**src/hdl/ipu_pkg.sv**
```systemverilog
// Shared definitions for the multiply/divide offload complex
// Opcode enum, tag width, counter width and packed channel widths

package ipu_pkg;

  // ------------------------------------------------------------
  // RV32M operations
  // ------------------------------------------------------------
  // Bit 2 set marks the division group
  typedef enum logic [2:0] {
    OP_MUL    = 3'd0,
    OP_MULH   = 3'd1,
    OP_MULHSU = 3'd2,
    OP_MULHU  = 3'd3,
    OP_DIV    = 3'd4,
    OP_DIVU   = 3'd5,
    OP_REM    = 3'd6,
    OP_REMU   = 3'd7
  } ipu_op_e;

  // ------------------------------------------------------------
  // Widths
  // ------------------------------------------------------------
  // Offload tag
  localparam int unsigned IdWidth = 5;

  // Event counters
  localparam int unsigned CountWidth = 16;

  // Request word is {op, arga, argb, id}
  localparam int unsigned ReqWidth = 3 + 32 + 32 + IdWidth;

  // Response word is {data, id}
  localparam int unsigned RespWidth = 32 + IdWidth;

endpackage

```
**src/hdl/ipu_cc.sv**
```systemverilog
// Offload complex top level with request/response spill registers,
// the multiply/divide unit and the offload event counters

`timescale 1ns/1ps

module ipu_cc import ipu_pkg::*; #(
  parameter bit RegisterOffloadReq  = 1'b1,
  parameter bit RegisterOffloadResp = 1'b1
) (
  input  logic                  clk_i,
  input  logic                  rst_i,
  // Offload request
  input  ipu_op_e               offload_qop_i,
  input  logic [31:0]           offload_qarga_i,
  input  logic [31:0]           offload_qargb_i,
  input  logic [IdWidth-1:0]    offload_qid_i,
  input  logic                  offload_qvalid_i,
  output logic                  offload_qready_o,
  // Offload response
  output logic [31:0]           offload_pdata_o,
  output logic [IdWidth-1:0]    offload_pid_o,
  output logic                  offload_pvalid_o,
  input  logic                  offload_pready_i,
  // Counters
  input  logic                  cnt_clear_i,
  output logic [CountWidth-1:0] cnt_req_o,
  output logic [CountWidth-1:0] cnt_resp_o,
  output logic [CountWidth-1:0] cnt_stall_o
);

  logic [ReqWidth-1:0]  acc_req_d, acc_req_q;
  logic [RespWidth-1:0] acc_resp_d, acc_resp_q;
  logic                 acc_req_q_valid, acc_req_q_ready;
  logic                 acc_resp_d_valid, acc_resp_d_ready;
  ipu_op_e              acc_qop;
  logic [31:0]          acc_qarga, acc_qargb, acc_pdata;
  logic [IdWidth-1:0]   acc_qid, acc_pid;

  assign acc_req_d = {offload_qop_i, offload_qarga_i, offload_qargb_i, offload_qid_i};

  // Cut the request path
  spill_register #(
    .Width  ( ReqWidth            ),
    .Bypass ( !RegisterOffloadReq )
  ) i_spill_register_acc_req (
    .clk_i   ( clk_i            ),
    .rst_i   ( rst_i            ),
    .valid_i ( offload_qvalid_i ),
    .data_i  ( acc_req_d        ),
    .ready_o ( offload_qready_o ),
    .valid_o ( acc_req_q_valid  ),
    .data_o  ( acc_req_q        ),
    .ready_i ( acc_req_q_ready  )
  );

  assign acc_qop   = ipu_op_e'(acc_req_q[ReqWidth-1 -: 3]);
  assign acc_qarga = acc_req_q[IdWidth+63 -: 32];
  assign acc_qargb = acc_req_q[IdWidth+31 -: 32];
  assign acc_qid   = acc_req_q[IdWidth-1:0];

  ipu_muldiv i_ipu_muldiv (
    .clk_i    ( clk_i            ),
    .rst_i    ( rst_i            ),
    .qop_i    ( acc_qop          ),
    .qarga_i  ( acc_qarga        ),
    .qargb_i  ( acc_qargb        ),
    .qid_i    ( acc_qid          ),
    .qvalid_i ( acc_req_q_valid  ),
    .qready_o ( acc_req_q_ready  ),
    .pdata_o  ( acc_pdata        ),
    .pid_o    ( acc_pid          ),
    .pvalid_o ( acc_resp_d_valid ),
    .pready_i ( acc_resp_d_ready )
  );

  assign acc_resp_d = {acc_pdata, acc_pid};

  // Cut the response path
  spill_register #(
    .Width  ( RespWidth            ),
    .Bypass ( !RegisterOffloadResp )
  ) i_spill_register_acc_resp (
    .clk_i   ( clk_i            ),
    .rst_i   ( rst_i            ),
    .valid_i ( acc_resp_d_valid ),
    .data_i  ( acc_resp_d       ),
    .ready_o ( acc_resp_d_ready ),
    .valid_o ( offload_pvalid_o ),
    .data_o  ( acc_resp_q       ),
    .ready_i ( offload_pready_i )
  );

  assign offload_pdata_o = acc_resp_q[RespWidth-1 -: 32];
  assign offload_pid_o   = acc_resp_q[IdWidth-1:0];

  // Events seen at the core-side handshake
  offload_counters i_offload_counters (
    .clk_i       ( clk_i                                  ),
    .rst_i       ( rst_i                                  ),
    .req_fire_i  ( offload_qvalid_i && offload_qready_o   ),
    .req_stall_i ( offload_qvalid_i && !offload_qready_o  ),
    .resp_fire_i ( offload_pvalid_o && offload_pready_i   ),
    .cnt_clear_i ( cnt_clear_i                            ),
    .cnt_req_o   ( cnt_req_o                              ),
    .cnt_resp_o  ( cnt_resp_o                             ),
    .cnt_stall_o ( cnt_stall_o                            )
  );

endmodule

```
**src/hdl/ipu_muldiv.sv**
```systemverilog
// RV32M multiply/divide unit with a two-stage multiplier,
// a serial restoring divider and a shared response register

`timescale 1ns/1ps

module ipu_muldiv import ipu_pkg::*; (
  input  logic               clk_i,
  input  logic               rst_i,
  input  ipu_op_e            qop_i,
  input  logic [31:0]        qarga_i,
  input  logic [31:0]        qargb_i,
  input  logic [IdWidth-1:0] qid_i,
  input  logic               qvalid_i,
  output logic               qready_o,
  output logic [31:0]        pdata_o,
  output logic [IdWidth-1:0] pid_o,
  output logic               pvalid_o,
  input  logic               pready_i
);

  typedef enum logic [1:0] {IDLE, DIV_RUN, DIV_DONE} div_state_e;

  div_state_e         state_q;
  logic [4:0]         cnt_q;
  logic               op_is_div, mul_fire, div_fire, resp_free;
  // Multiply stage 1
  logic               m1_valid_q, m1_high_q;
  logic [32:0]        m1_a_q, m1_b_q;
  logic [IdWidth-1:0] m1_id_q;
  logic signed [65:0] mul_prod;
  logic [31:0]        mul_result;
  // Divider datapath
  logic [31:0]        quo_q, rem_q, divisor_q;
  logic               neg_quo_q, neg_rem_q, is_rem_q, div_zero_q;
  logic [IdWidth-1:0] div_id_q;
  logic               div_signed, div_a_neg, div_b_neg;
  logic [32:0]        div_shift;
  logic [33:0]        div_diff;
  logic [31:0]        div_quo, div_rem, div_result;
  // Response register
  logic               resp_valid_q;
  logic [31:0]        resp_data_q;
  logic [IdWidth-1:0] resp_id_q;

  // ------------------------------------------------------------
  // Issue control
  // ------------------------------------------------------------
  assign op_is_div = qop_i inside {OP_DIV, OP_DIVU, OP_REM, OP_REMU};
  assign resp_free = !resp_valid_q || pready_i;

  // Divisions wait for an empty multiply pipeline to keep order
  assign qready_o = (state_q == IDLE) && resp_free && !(op_is_div && m1_valid_q);
  assign mul_fire = qvalid_i && qready_o && !op_is_div;
  assign div_fire = qvalid_i && qready_o && op_is_div;

  // ------------------------------------------------------------
  // Multiplier
  // ------------------------------------------------------------
  always_ff @(posedge clk_i or posedge rst_i) begin
    if (rst_i) begin
      m1_valid_q <= 1'b0;
    end else if (resp_free) begin
      m1_valid_q <= mul_fire;
    end
  end

  // Sign extension picks signed/unsigned per operand
  always_ff @(posedge clk_i) begin
    if (mul_fire) begin
      m1_a_q    <= {(qop_i inside {OP_MULH, OP_MULHSU}) && qarga_i[31], qarga_i};
      m1_b_q    <= {(qop_i == OP_MULH) && qargb_i[31], qargb_i};
      m1_high_q <= (qop_i != OP_MUL);
      m1_id_q   <= qid_i;
    end
  end

  assign mul_prod   = $signed(m1_a_q) * $signed(m1_b_q);
  assign mul_result = m1_high_q ? mul_prod[63:32] : mul_prod[31:0];

  // ------------------------------------------------------------
  // Divider
  // ------------------------------------------------------------
  assign div_signed = qop_i inside {OP_DIV, OP_REM};
  assign div_a_neg  = div_signed && qarga_i[31];
  assign div_b_neg  = div_signed && qargb_i[31];

  always_ff @(posedge clk_i or posedge rst_i) begin
    if (rst_i) begin
      state_q <= IDLE;
      cnt_q   <= '0;
    end else begin
      case (state_q)
        IDLE: begin
          if (div_fire) begin
            state_q <= DIV_RUN;
            cnt_q   <= '0;
          end
        end
        DIV_RUN: begin
          cnt_q <= cnt_q + 5'd1;
          if (cnt_q == 5'd31) begin
            state_q <= DIV_DONE;
          end
        end
        DIV_DONE: begin
          if (resp_free) begin
            state_q <= IDLE;
          end
        end
        default: state_q <= IDLE;
      endcase
    end
  end

  // One quotient bit per cycle, dividend shifts out of quo_q
  assign div_shift = {rem_q, quo_q[31]};
  assign div_diff  = {1'b0, div_shift} - {2'b00, divisor_q};

  always_ff @(posedge clk_i) begin
    if (div_fire) begin
      quo_q      <= div_a_neg ? -qarga_i : qarga_i;
      divisor_q  <= div_b_neg ? -qargb_i : qargb_i;
      rem_q      <= '0;
      neg_quo_q  <= div_a_neg ^ div_b_neg;
      neg_rem_q  <= div_a_neg;
      is_rem_q   <= qop_i inside {OP_REM, OP_REMU};
      div_zero_q <= (qargb_i == 32'd0);
      div_id_q   <= qid_i;
    end else if (state_q == DIV_RUN) begin
      if (!div_diff[33]) begin
        rem_q <= div_diff[31:0];
        quo_q <= {quo_q[30:0], 1'b1};
      end else begin
        rem_q <= div_shift[31:0];
        quo_q <= {quo_q[30:0], 1'b0};
      end
    end
  end

  // Divide by zero forces all ones; remainder comes out as the dividend.
  // Overflow case lands on the dividend and zero without help
  assign div_quo    = div_zero_q ? '1 : (neg_quo_q ? -quo_q : quo_q);
  assign div_rem    = neg_rem_q ? -rem_q : rem_q;
  assign div_result = is_rem_q ? div_rem : div_quo;

  // ------------------------------------------------------------
  // Response register
  // ------------------------------------------------------------
  always_ff @(posedge clk_i or posedge rst_i) begin
    if (rst_i) begin
      resp_valid_q <= 1'b0;
    end else if (resp_free) begin
      resp_valid_q <= m1_valid_q || (state_q == DIV_DONE);
    end
  end

  always_ff @(posedge clk_i) begin
    if (resp_free && m1_valid_q) begin
      resp_data_q <= mul_result;
      resp_id_q   <= m1_id_q;
    end else if (resp_free && (state_q == DIV_DONE)) begin
      resp_data_q <= div_result;
      resp_id_q   <= div_id_q;
    end
  end

  assign pvalid_o = resp_valid_q;
  assign pdata_o  = resp_data_q;
  assign pid_o    = resp_id_q;

  // Unit stays closed for the whole division
  assert property (@(posedge clk_i) disable iff (rst_i)
    div_fire |=> !(qvalid_i && qready_o) [*33]);

  assert property (@(posedge clk_i) disable iff (rst_i)
    pvalid_o && !pready_i |=> pvalid_o && $stable(pdata_o) && $stable(pid_o));

endmodule

```
**src/hdl/offload_counters.sv**
```systemverilog
// Saturating event counters for the offload port

`timescale 1ns/1ps

module offload_counters import ipu_pkg::*; (
  input  logic                  clk_i,
  input  logic                  rst_i,
  input  logic                  req_fire_i,
  input  logic                  req_stall_i,
  input  logic                  resp_fire_i,
  input  logic                  cnt_clear_i,
  output logic [CountWidth-1:0] cnt_req_o,
  output logic [CountWidth-1:0] cnt_resp_o,
  output logic [CountWidth-1:0] cnt_stall_o
);

  logic [2:0]            inc;
  logic [CountWidth-1:0] cnt_q [3];
  logic                  cleared_q;

  // Slot order: requests, stalls, responses
  assign inc = {resp_fire_i, req_stall_i, req_fire_i};

  always_ff @(posedge clk_i or posedge rst_i) begin
    if (rst_i) begin
      for (int i = 0; i < 3; i++) begin
        cnt_q[i] <= '0;
      end
    end else begin
      for (int i = 0; i < 3; i++) begin
        // Clear beats a same-cycle event
        if (cnt_clear_i) begin
          cnt_q[i] <= '0;
        end else if (inc[i] && (cnt_q[i] != '1)) begin
          cnt_q[i] <= cnt_q[i] + 1'b1;
        end
      end
    end
  end

  assign cnt_req_o   = cnt_q[0];
  assign cnt_stall_o = cnt_q[1];
  assign cnt_resp_o  = cnt_q[2];

  // Remembers a clear, after which in-flight responses can outrun requests
  always_ff @(posedge clk_i or posedge rst_i) begin
    if (rst_i) begin
      cleared_q <= 1'b0;
    end else if (cnt_clear_i) begin
      cleared_q <= 1'b1;
    end
  end

  assert property (@(posedge clk_i) disable iff (rst_i)
    !cleared_q |-> cnt_resp_o <= cnt_req_o);

endmodule

```
**src/hdl/spill_register.sv**
```systemverilog
// Two-entry valid/ready register slice with optional bypass

`timescale 1ns/1ps

module spill_register #(
  parameter int unsigned Width  = 32,
  parameter bit          Bypass = 1'b0
) (
  input  logic             clk_i,
  input  logic             rst_i,
  input  logic             valid_i,
  input  logic [Width-1:0] data_i,
  output logic             ready_o,
  output logic             valid_o,
  output logic [Width-1:0] data_o,
  input  logic             ready_i
);

  if (Bypass) begin : gen_bypass
    assign valid_o = valid_i;
    assign data_o  = data_i;
    assign ready_o = ready_i;
  end else begin : gen_spill
    logic             a_full_q, b_full_q;
    logic [Width-1:0] a_data_q, b_data_q;
    logic             a_fill, a_drain, b_fill, b_drain;

    // A takes new items, B catches A when downstream stalls
    assign a_fill  = valid_i && ready_o;
    assign a_drain = a_full_q && !b_full_q;
    assign b_fill  = a_drain && !ready_i;
    assign b_drain = b_full_q && ready_i;

    always_ff @(posedge clk_i or posedge rst_i) begin
      if (rst_i) begin
        a_full_q <= 1'b0;
        b_full_q <= 1'b0;
      end else begin
        if (a_fill || a_drain) begin
          a_full_q <= a_fill;
        end
        if (b_fill || b_drain) begin
          b_full_q <= b_fill;
        end
      end
    end

    always_ff @(posedge clk_i) begin
      if (a_fill) begin
        a_data_q <= data_i;
      end
      if (b_fill) begin
        b_data_q <= a_data_q;
      end
    end

    // Ready only looks at register state
    assign ready_o = !a_full_q || !b_full_q;
    assign valid_o = a_full_q || b_full_q;
    // B always holds the older item
    assign data_o  = b_full_q ? b_data_q : a_data_q;

    assert property (@(posedge clk_i) disable iff (rst_i)
      valid_o && !ready_i |=> valid_o && $stable(data_o));
  end

endmodule

```
**config.mk**
```make
export PLATFORM = sky130hd
export DESIGN_NAME = ipu_cc
export DESIGN_NICKNAME = d
export VERILOG_FILES = /design/src/hdl/ipu_pkg.sv /design/src/hdl/ipu_cc.sv /design/src/hdl/ipu_muldiv.sv /design/src/hdl/offload_counters.sv /design/src/hdl/spill_register.sv
export SDC_FILE = /design/constraint.sdc
export NUM_CORES = 2
export LEC_CHECK = 0
export ABC_AREA = 1
export ABC_CLOCK_PERIOD_IN_PS = 13000
export BUFFER_PORTS_ARGS = -buffer_cell sky130_fd_sc_hd__buf_2
export CORE_MARGIN = 10
export CORE_UTILIZATION = 50
export CTS_BUF_LIST = sky130_fd_sc_hd__clkbuf_4
export DETAILED_ROUTE_END_ITERATION = 10
export PLACE_DENSITY = 0.71
export SLEW_MARGIN = 25
export SYNTH_ARGS = -nofsm -noshare
export SYNTH_HDL_FRONTEND = slang
export SYNTH_HIERARCHICAL = 1
export SYNTH_SLANG_ARGS = --single-unit
```
**constraint.sdc**
```tcl
create_clock -name clk_i -period 13 [get_ports clk_i]
set_input_delay 0.65 -clock clk_i [delete_from_list [all_inputs] [get_ports clk_i]]
set_output_delay 0.65 -clock clk_i [all_outputs]
set_load 0.02 [all_outputs]
```
# After elaboration in Yosys (flattened, before gate mapping)
# Cells that the tools add are included.
dict set report classes {
  addsub 9
  multipliers 1
  n_eq_ne 15
  n_mux 29
  n_bitwise 1
  n_reduce_logical 60
}
# operator count
set ops {}
lappend ops {{$mux 32} 12}
lappend ops {{$neg 32->32} 4}
lappend ops {{$mux 16} 6}
lappend ops {{$mux 72} 1}
lappend ops {{$mul 33x33->64} 1}
lappend ops {{$add 16x1->16 const B} 3}
lappend ops {{$ne 16x16->1 const B} 3}
lappend ops {{$mux 37} 1}
lappend ops {{$sub 33x32->34} 1}
lappend ops {{$logic_not 32->1} 1}
lappend ops {{$logic_and 1x1->1} 25}
lappend ops {{$reduce_bool 2->1} 9}
lappend ops {{$mux 5} 3}
lappend ops {{$eq 3x3->1 const B} 4}
lappend ops {{$logic_not 1->1} 10}
lappend ops {{$logic_or 1x1->1} 10}
lappend ops {{$pmux 5 s2} 1}
lappend ops {{$mux 2} 3}
lappend ops {{$ne 2x1->1 const B} 3}
lappend ops {{$pmux 2 s3} 1}
lappend ops {{$add 5x1->5 const B} 1}
lappend ops {{$eq 5x5->1 const B} 1}
lappend ops {{$reduce_bool 4->1} 1}
lappend ops {{$eq 3x1->1 const B} 1}
lappend ops {{other kinds (9)} 9}
dict set report word_totals {
  reg_bits 493
  inputBits 77
  wordCells 144
}

# Depth between registers and ports, before layout
dict set report depth {
  word_depth 10
  ltp_mapped 36
  ltp_nobuf 34
}

# Modules after synthesis
# Netlist, hierarchy kept.
# mod instances cells_per_inst area_each_um2 seq_area_each_um2
set by_module_without_submodules {}
lappend by_module_without_submodules {ipu_muldiv 1 6975 54453.5 6331.1}
lappend by_module_without_submodules {{spill_register (i_spill_register_acc_req)} 1 388 5336.4 4374.2}
lappend by_module_without_submodules {offload_counters 1 447 3071.7 1201.2}
lappend by_module_without_submodules {{spill_register (i_spill_register_acc_resp)} 1 207 2795.2 2272.2}
lappend by_module_without_submodules {ipu_cc 1 6 25.0 0.0}

# Worst setup path after synthesis
# Ideal clock, no wire load.
dict set report synth_path {
  kind {register -> register}
  from {register i_ipu_muldiv.m1_a_q[32]}
  to {register i_ipu_muldiv.resp_data_q[30] (netlist: i_ipu_muldiv/pdata_o[30]) (data pin)}
  arrival_time_ps 7155
  required_time_ps 12744
  setup_slack_ps 5588
  path_stages_with_launch 33
  n_path_buf 2
  synth_period_minus_slack_ps 7412
  cell_sequence {edfxtp_1 clkbuf_1 clkbuf_1 nand2_1 inv_1 fa_1 inv_1 fa_1 inv_1 fa_1 inv_1 fa_1 fa_1 inv_1 fa_1 inv_1 fa_1 fa_1 inv_1 ha_1 nand2_1 nor2_1 inv_1 nor2_1 inv_1 nor2_1 inv_1 nor3_1 nand2_1 nand2_1 nand2_1 nand3_1 a21oi_1}
}
dict set report synth_between {
  elab_chain_cells 3
}
# item line
set synth_rtl {}
lappend synth_rtl {{from (decl)} ipu_muldiv.sv:28} ;# logic [32:0] m1_a_q, m1_b_q;
lappend synth_rtl {{from (signal assigned)} ipu_muldiv.sv:70} ;# m1_a_q <= {(qop_i inside {OP_MULH, OP_MULHSU}) && qarga_i[31], qarga_i};
lappend synth_rtl {{$mul 33x33->64} ipu_muldiv.sv:77} ;# assign mul_prod = $signed(m1_a_q) * $signed(m1_b_q);
lappend synth_rtl {{$mux 32} ipu_muldiv.sv:78} ;# assign mul_result = m1_high_q ? mul_prod[63:32] : mul_prod[31:0];
lappend synth_rtl {{$mux 32} ipu_muldiv.sv:158} ;# if (resp_free && m1_valid_q) begin
lappend synth_rtl {{to (signal assigned)} ipu_muldiv.sv:159} ;# resp_data_q <= mul_result;
lappend synth_rtl {{to (signal assigned)} ipu_muldiv.sv:162} ;# resp_data_q <= div_result;
lappend synth_rtl {{to (decl)} ipu_muldiv.sv:42} ;# logic [31:0] resp_data_q;
# No other way between the ends.
# A chain may end at the register's enable or synchronous reset.

# Worst setup path in the final report
dict set report layout_path {
  from {register i_ipu_muldiv.m1_b_q[6]}
  to {register i_ipu_muldiv.resp_data_q[25] (netlist: i_ipu_muldiv/pdata_o[25]) (data pin)}
}
dict set report layout_between {
  elab_chain_cells 3
}
# item line
set layout_rtl {}
lappend layout_rtl {{from (decl)} ipu_muldiv.sv:28}
lappend layout_rtl {{from (signal assigned)} ipu_muldiv.sv:71} ;# m1_b_q <= {(qop_i == OP_MULH) && qargb_i[31], qargb_i};
lappend layout_rtl {{$mul 33x33->64} ipu_muldiv.sv:77}
lappend layout_rtl {{$mux 32} ipu_muldiv.sv:78}
lappend layout_rtl {{$mux 32} ipu_muldiv.sv:158}
# No other way between the ends.

==> impl_metrics.csv <==
group,metric,value,unit
run_status,status,"completed",
cts,clk_pin_slew_worst_paths,0.06,ns
logic_synthesis,synth_compound_area_share,5.10,%
logic_synthesis,ys_seq_area_share,21.6,%
logic_synthesis,ys_types,64,
timing,max_freq,117,MHz
logic_synthesis,synth_edf_count,400,
logic_synthesis,async_flop_share,12.4,%
cts,root_buffer,"clkbuf_4",
routing,drt-initial-drc-count,4558,
finish,nFillCells,12000,
timing,tns,0,ns
worst_hold_path,hp-class,"in -> reg",
setup_path,worst_setup_path_start_kind,"register",
grt,antenna_found_initial,6,
setup_path,arrival,9.27,ns
routing,drt.antenna.violating_nets,0,
routing,firstDrtPassIters,6,
timing,slew_viol_final,0,
grt,grt_overflow,0,
timing,period_needed,8.55,ns
setup_path,cp-end-kind,"register",
finish,final_cell_mix,"2169 x nand2_1, 2012 x inv_1, 1125 x fa_1",
timing,tightest_slew,1.03,ns
finish,area_growth,7.27,%
die,initial_core_util,50.5,%
cts,clockBufferDepth,3,
timing,post-route-period-util,65.8,%
die,fp.dieW,382,µm
setup_path,critPathRequiredTime,13.72,ns
logic_synthesis,yosysWarnings,6,
logic_synthesis,synthMuxAreaShare,0,%
cts,htree_levels,4,
logic_synthesis,synth_flop_cell,"edfxtp_1",
grt,grt_max_degree,73,
routing,drc,0,
placement,dpl.hpwl,154000,µm
cts,cts_tree,"built",
flow_run,cap_violations,0,
grt,grt_usage,26.9,%
setup_path,cp_max_fo,33,
timing,rsz0062_at_grt,"no",
cts,cts.sinks,493,
logic_synthesis,syn-instance-count,8023,
die,core_area,130000,µm²
logic_synthesis,synthAdderAreaFrac,39.1,%
setup_path,critical_path_class,"reg -> reg",
die,placementRows,132,
logic_synthesis,yosys.area_share.xor_xnor,1.36,%
cts,cts_buffers,137,
timing,hold_violations,0,
die,die_area,146000,µm²
logic_synthesis,synth_top_family_by_area,"adder cells",
logic_synthesis,synthSimpleGateAreaFrac,19.0,%
timing,relSlewSlack,31.1,%
routing,wire_per_inst,19.6,µm
logic_synthesis,ys_ff_latch,493,
placement,io_buffers,163,
timing,skew,0.0883,ns
logic_synthesis,syn_area,65700,µm²
finish,mostFrequentLayoutCell,"nand2_1",
finish,drive_above_1_share,7.02,%
die,dieHeight,382,µm
placement,gp_congestion,1.00,
grt,grt_pass1_wl,311000,µm
cts,postCtsSetupBuffers,0,
die,io_pins,164,
routing,viasPerCell,5.34,
logic_synthesis,synth.avg_cell_area,8.19,µm²
finish,final_nets,9593,
cts,clk_latency,0.99,ns
routing,drt-total-wl,196000,µm
grt,first_global_vias,55700,
logic_synthesis,syn_nets,9479,
timing,report.final.setup_viol,0,
routing,vias,53300,
[cell families after synthesis]
group	after synthesis
and+or+nand+nor	3058
buffers and inverters	2379
adders and majority gates	1379
AOI/OAI and AO/OA	612
DFF	493
xor gates and xnor gates	102
[cell usage after synthesis, types with 3 or more instances]
library cell     n  share of area [%]
dfrtp_1         61                2.3
fa_1          1126                 34
a21boi_0         3              0.034
xor2_1          65               0.87
buf_1            6              0.034
buf_6           15               0.26
ha_1           253                4.8
o22ai_1          6              0.057
clkinv_1         4              0.023
nor2_4           7               0.12
o211ai_2         4              0.076
o21ai_2          3              0.040
o21bai_1        23               0.26
o21a_1           6              0.069
nand4_1         63               0.60
nand3_1        270                2.1
nor2_1         406                2.3
clkbuf_1       298                1.7
o21ai_1         36               0.27
or2_2           25               0.24
nand2_1       2169                 12
nor2_2          17               0.16
nand3b_1        17               0.19
buf_4            5              0.057
a31oi_1         17               0.16
a21o_1          13               0.15
nor3_2           6              0.091
edfxtp_1       400                 18
nor3_1          46               0.35
a21oi_1        228                1.7
dfxtp_1         32               0.98
o211ai_1        14               0.16
buf_2           29               0.22
inv_1         2013                 12
inv_2            8              0.046
xnor2_1         37               0.49
o21ai_0        244                1.9
nand2_2         10              0.095
nor4_1           7              0.067
[layer usage]
metal / part of all wire, % / GRT usage [%]
met4: 3.9 / 10.3
met1: 40 / 35.5
met5: 0.0061 / 0
met2: 48 / 44.8
met3: 8.0 / 3.97
[cell type report]
type	instances	area (µm²)	share of cell area, %
diodes	5	12.5	0.0178
inverters	2026	7610	10.8
clock buffers	194	1460	2.07
flip-flops and latches	493	14200	20.1
repair buffers	328	2250	3.20
well taps	1742	2180	3.09
multi-input cells	5151	42500	60.3
clock inverters	46	294	0.417
[path summary, 6_finish.rpt]
path	cells past startpoint	slack (ns)	from	end
max	27	4.45	i_ipu_muldiv/m1_b_q[6]$_DFFE_PP_	i_ipu_muldiv/pdata_o[25]$_DFFE_PP_
min	4	0.16	cnt_clear_i	i_offload_counters/cnt_resp_o[8]$_DFFE_PP0P_
max reg2reg	27	4.45	i_ipu_muldiv/m1_b_q[6]$_DFFE_PP_	i_ipu_muldiv/pdata_o[25]$_DFFE_PP_
min reg2reg	0	0.42	i_ipu_muldiv/pdata_o[12]$_DFFE_PP_	i_spill_register_acc_resp/gen_spill.a_data_q[17]$_DFFE_PP_
max in group asynchronous	3	11.90	rst_i	i_offload_counters/cnt_req_o[5]$_DFFE_PP0P_
min in group asynchronous	3	0.26	rst_i	i_spill_register_acc_req/gen_spill.b_full_q$_DFFE_PP0P_
[through the flow]
step,util (%),area [µm²],worst slack [ns],std cells,hold slack [ns]
after floorplan,-,65700,5.59,8023,0.391
after global placement,52.3,67900,4.53,9664,0.406
after detailed placement,52.3,67900,4.50,9664,0.408
after CTS,54.2,70400,4.46,9979,0.0483
after global routing,54.2,70500,4.00,9984,0.143
final,54.2,70500,4.45,9985,0.164
[registers in the layout (all words and copies together), names as in the netlist, 5 cells and up]
signal and count:
i_spill_register_acc_req/gen_spill.a_data_q 72, i_spill_register_acc_req/gen_spill.b_data_q 72, i_spill_register_acc_resp/gen_spill.a_data_q 37, i_spill_register_acc_resp/gen_spill.b_data_q 37
i_ipu_muldiv/m1_a_q 33, i_ipu_muldiv/m1_b_q 33, i_ipu_muldiv/divisor_q 32, i_ipu_muldiv/pdata_o 32
i_ipu_muldiv/quo_q 32, i_ipu_muldiv/rem_q 32, i_offload_counters/cnt_req_o 16, i_offload_counters/cnt_resp_o 16
i_offload_counters/cnt_stall_o 16, i_ipu_muldiv/cnt_q 5, i_ipu_muldiv/div_id_q 5, i_ipu_muldiv/m1_id_q 5
i_ipu_muldiv/pid_o 5
[critical path, cell delays in order, from the launching register on]
cell and delay (ns):
edfxtp_1 0.32, buf_4 0.39, nand2_1 0.23, inv_1 0.13, fa_1 0.39, inv_1 0.25
fa_1 0.51, inv_1 0.21, fa_1 0.50, fa_1 0.67, inv_1 0.35, fa_1 0.59
inv_1 0.06, fa_1 0.49, fa_1 0.49, inv_1 0.05, fa_1 0.47, inv_1 0.04
ha_1 0.47, nand2_1 0.15, nor2_1 0.25, inv_1 0.10, nor3_1 0.34, o21ai_0 0.34
nand3_1 0.17, nand2_1 0.06, nand3_1 0.13, a21oi_1 0.08
[what timing repair did]
| action | CTS | global route |
|---|---|---|
| hold buffers | 75 | 0 |
| endpoints found under the hold margin | 87 | 0 |
| resized for setup | 0 | 0 |
Power is not shown: default switching activity piles up to over one toggle a cycle in this logic, so the estimate is an artifact.
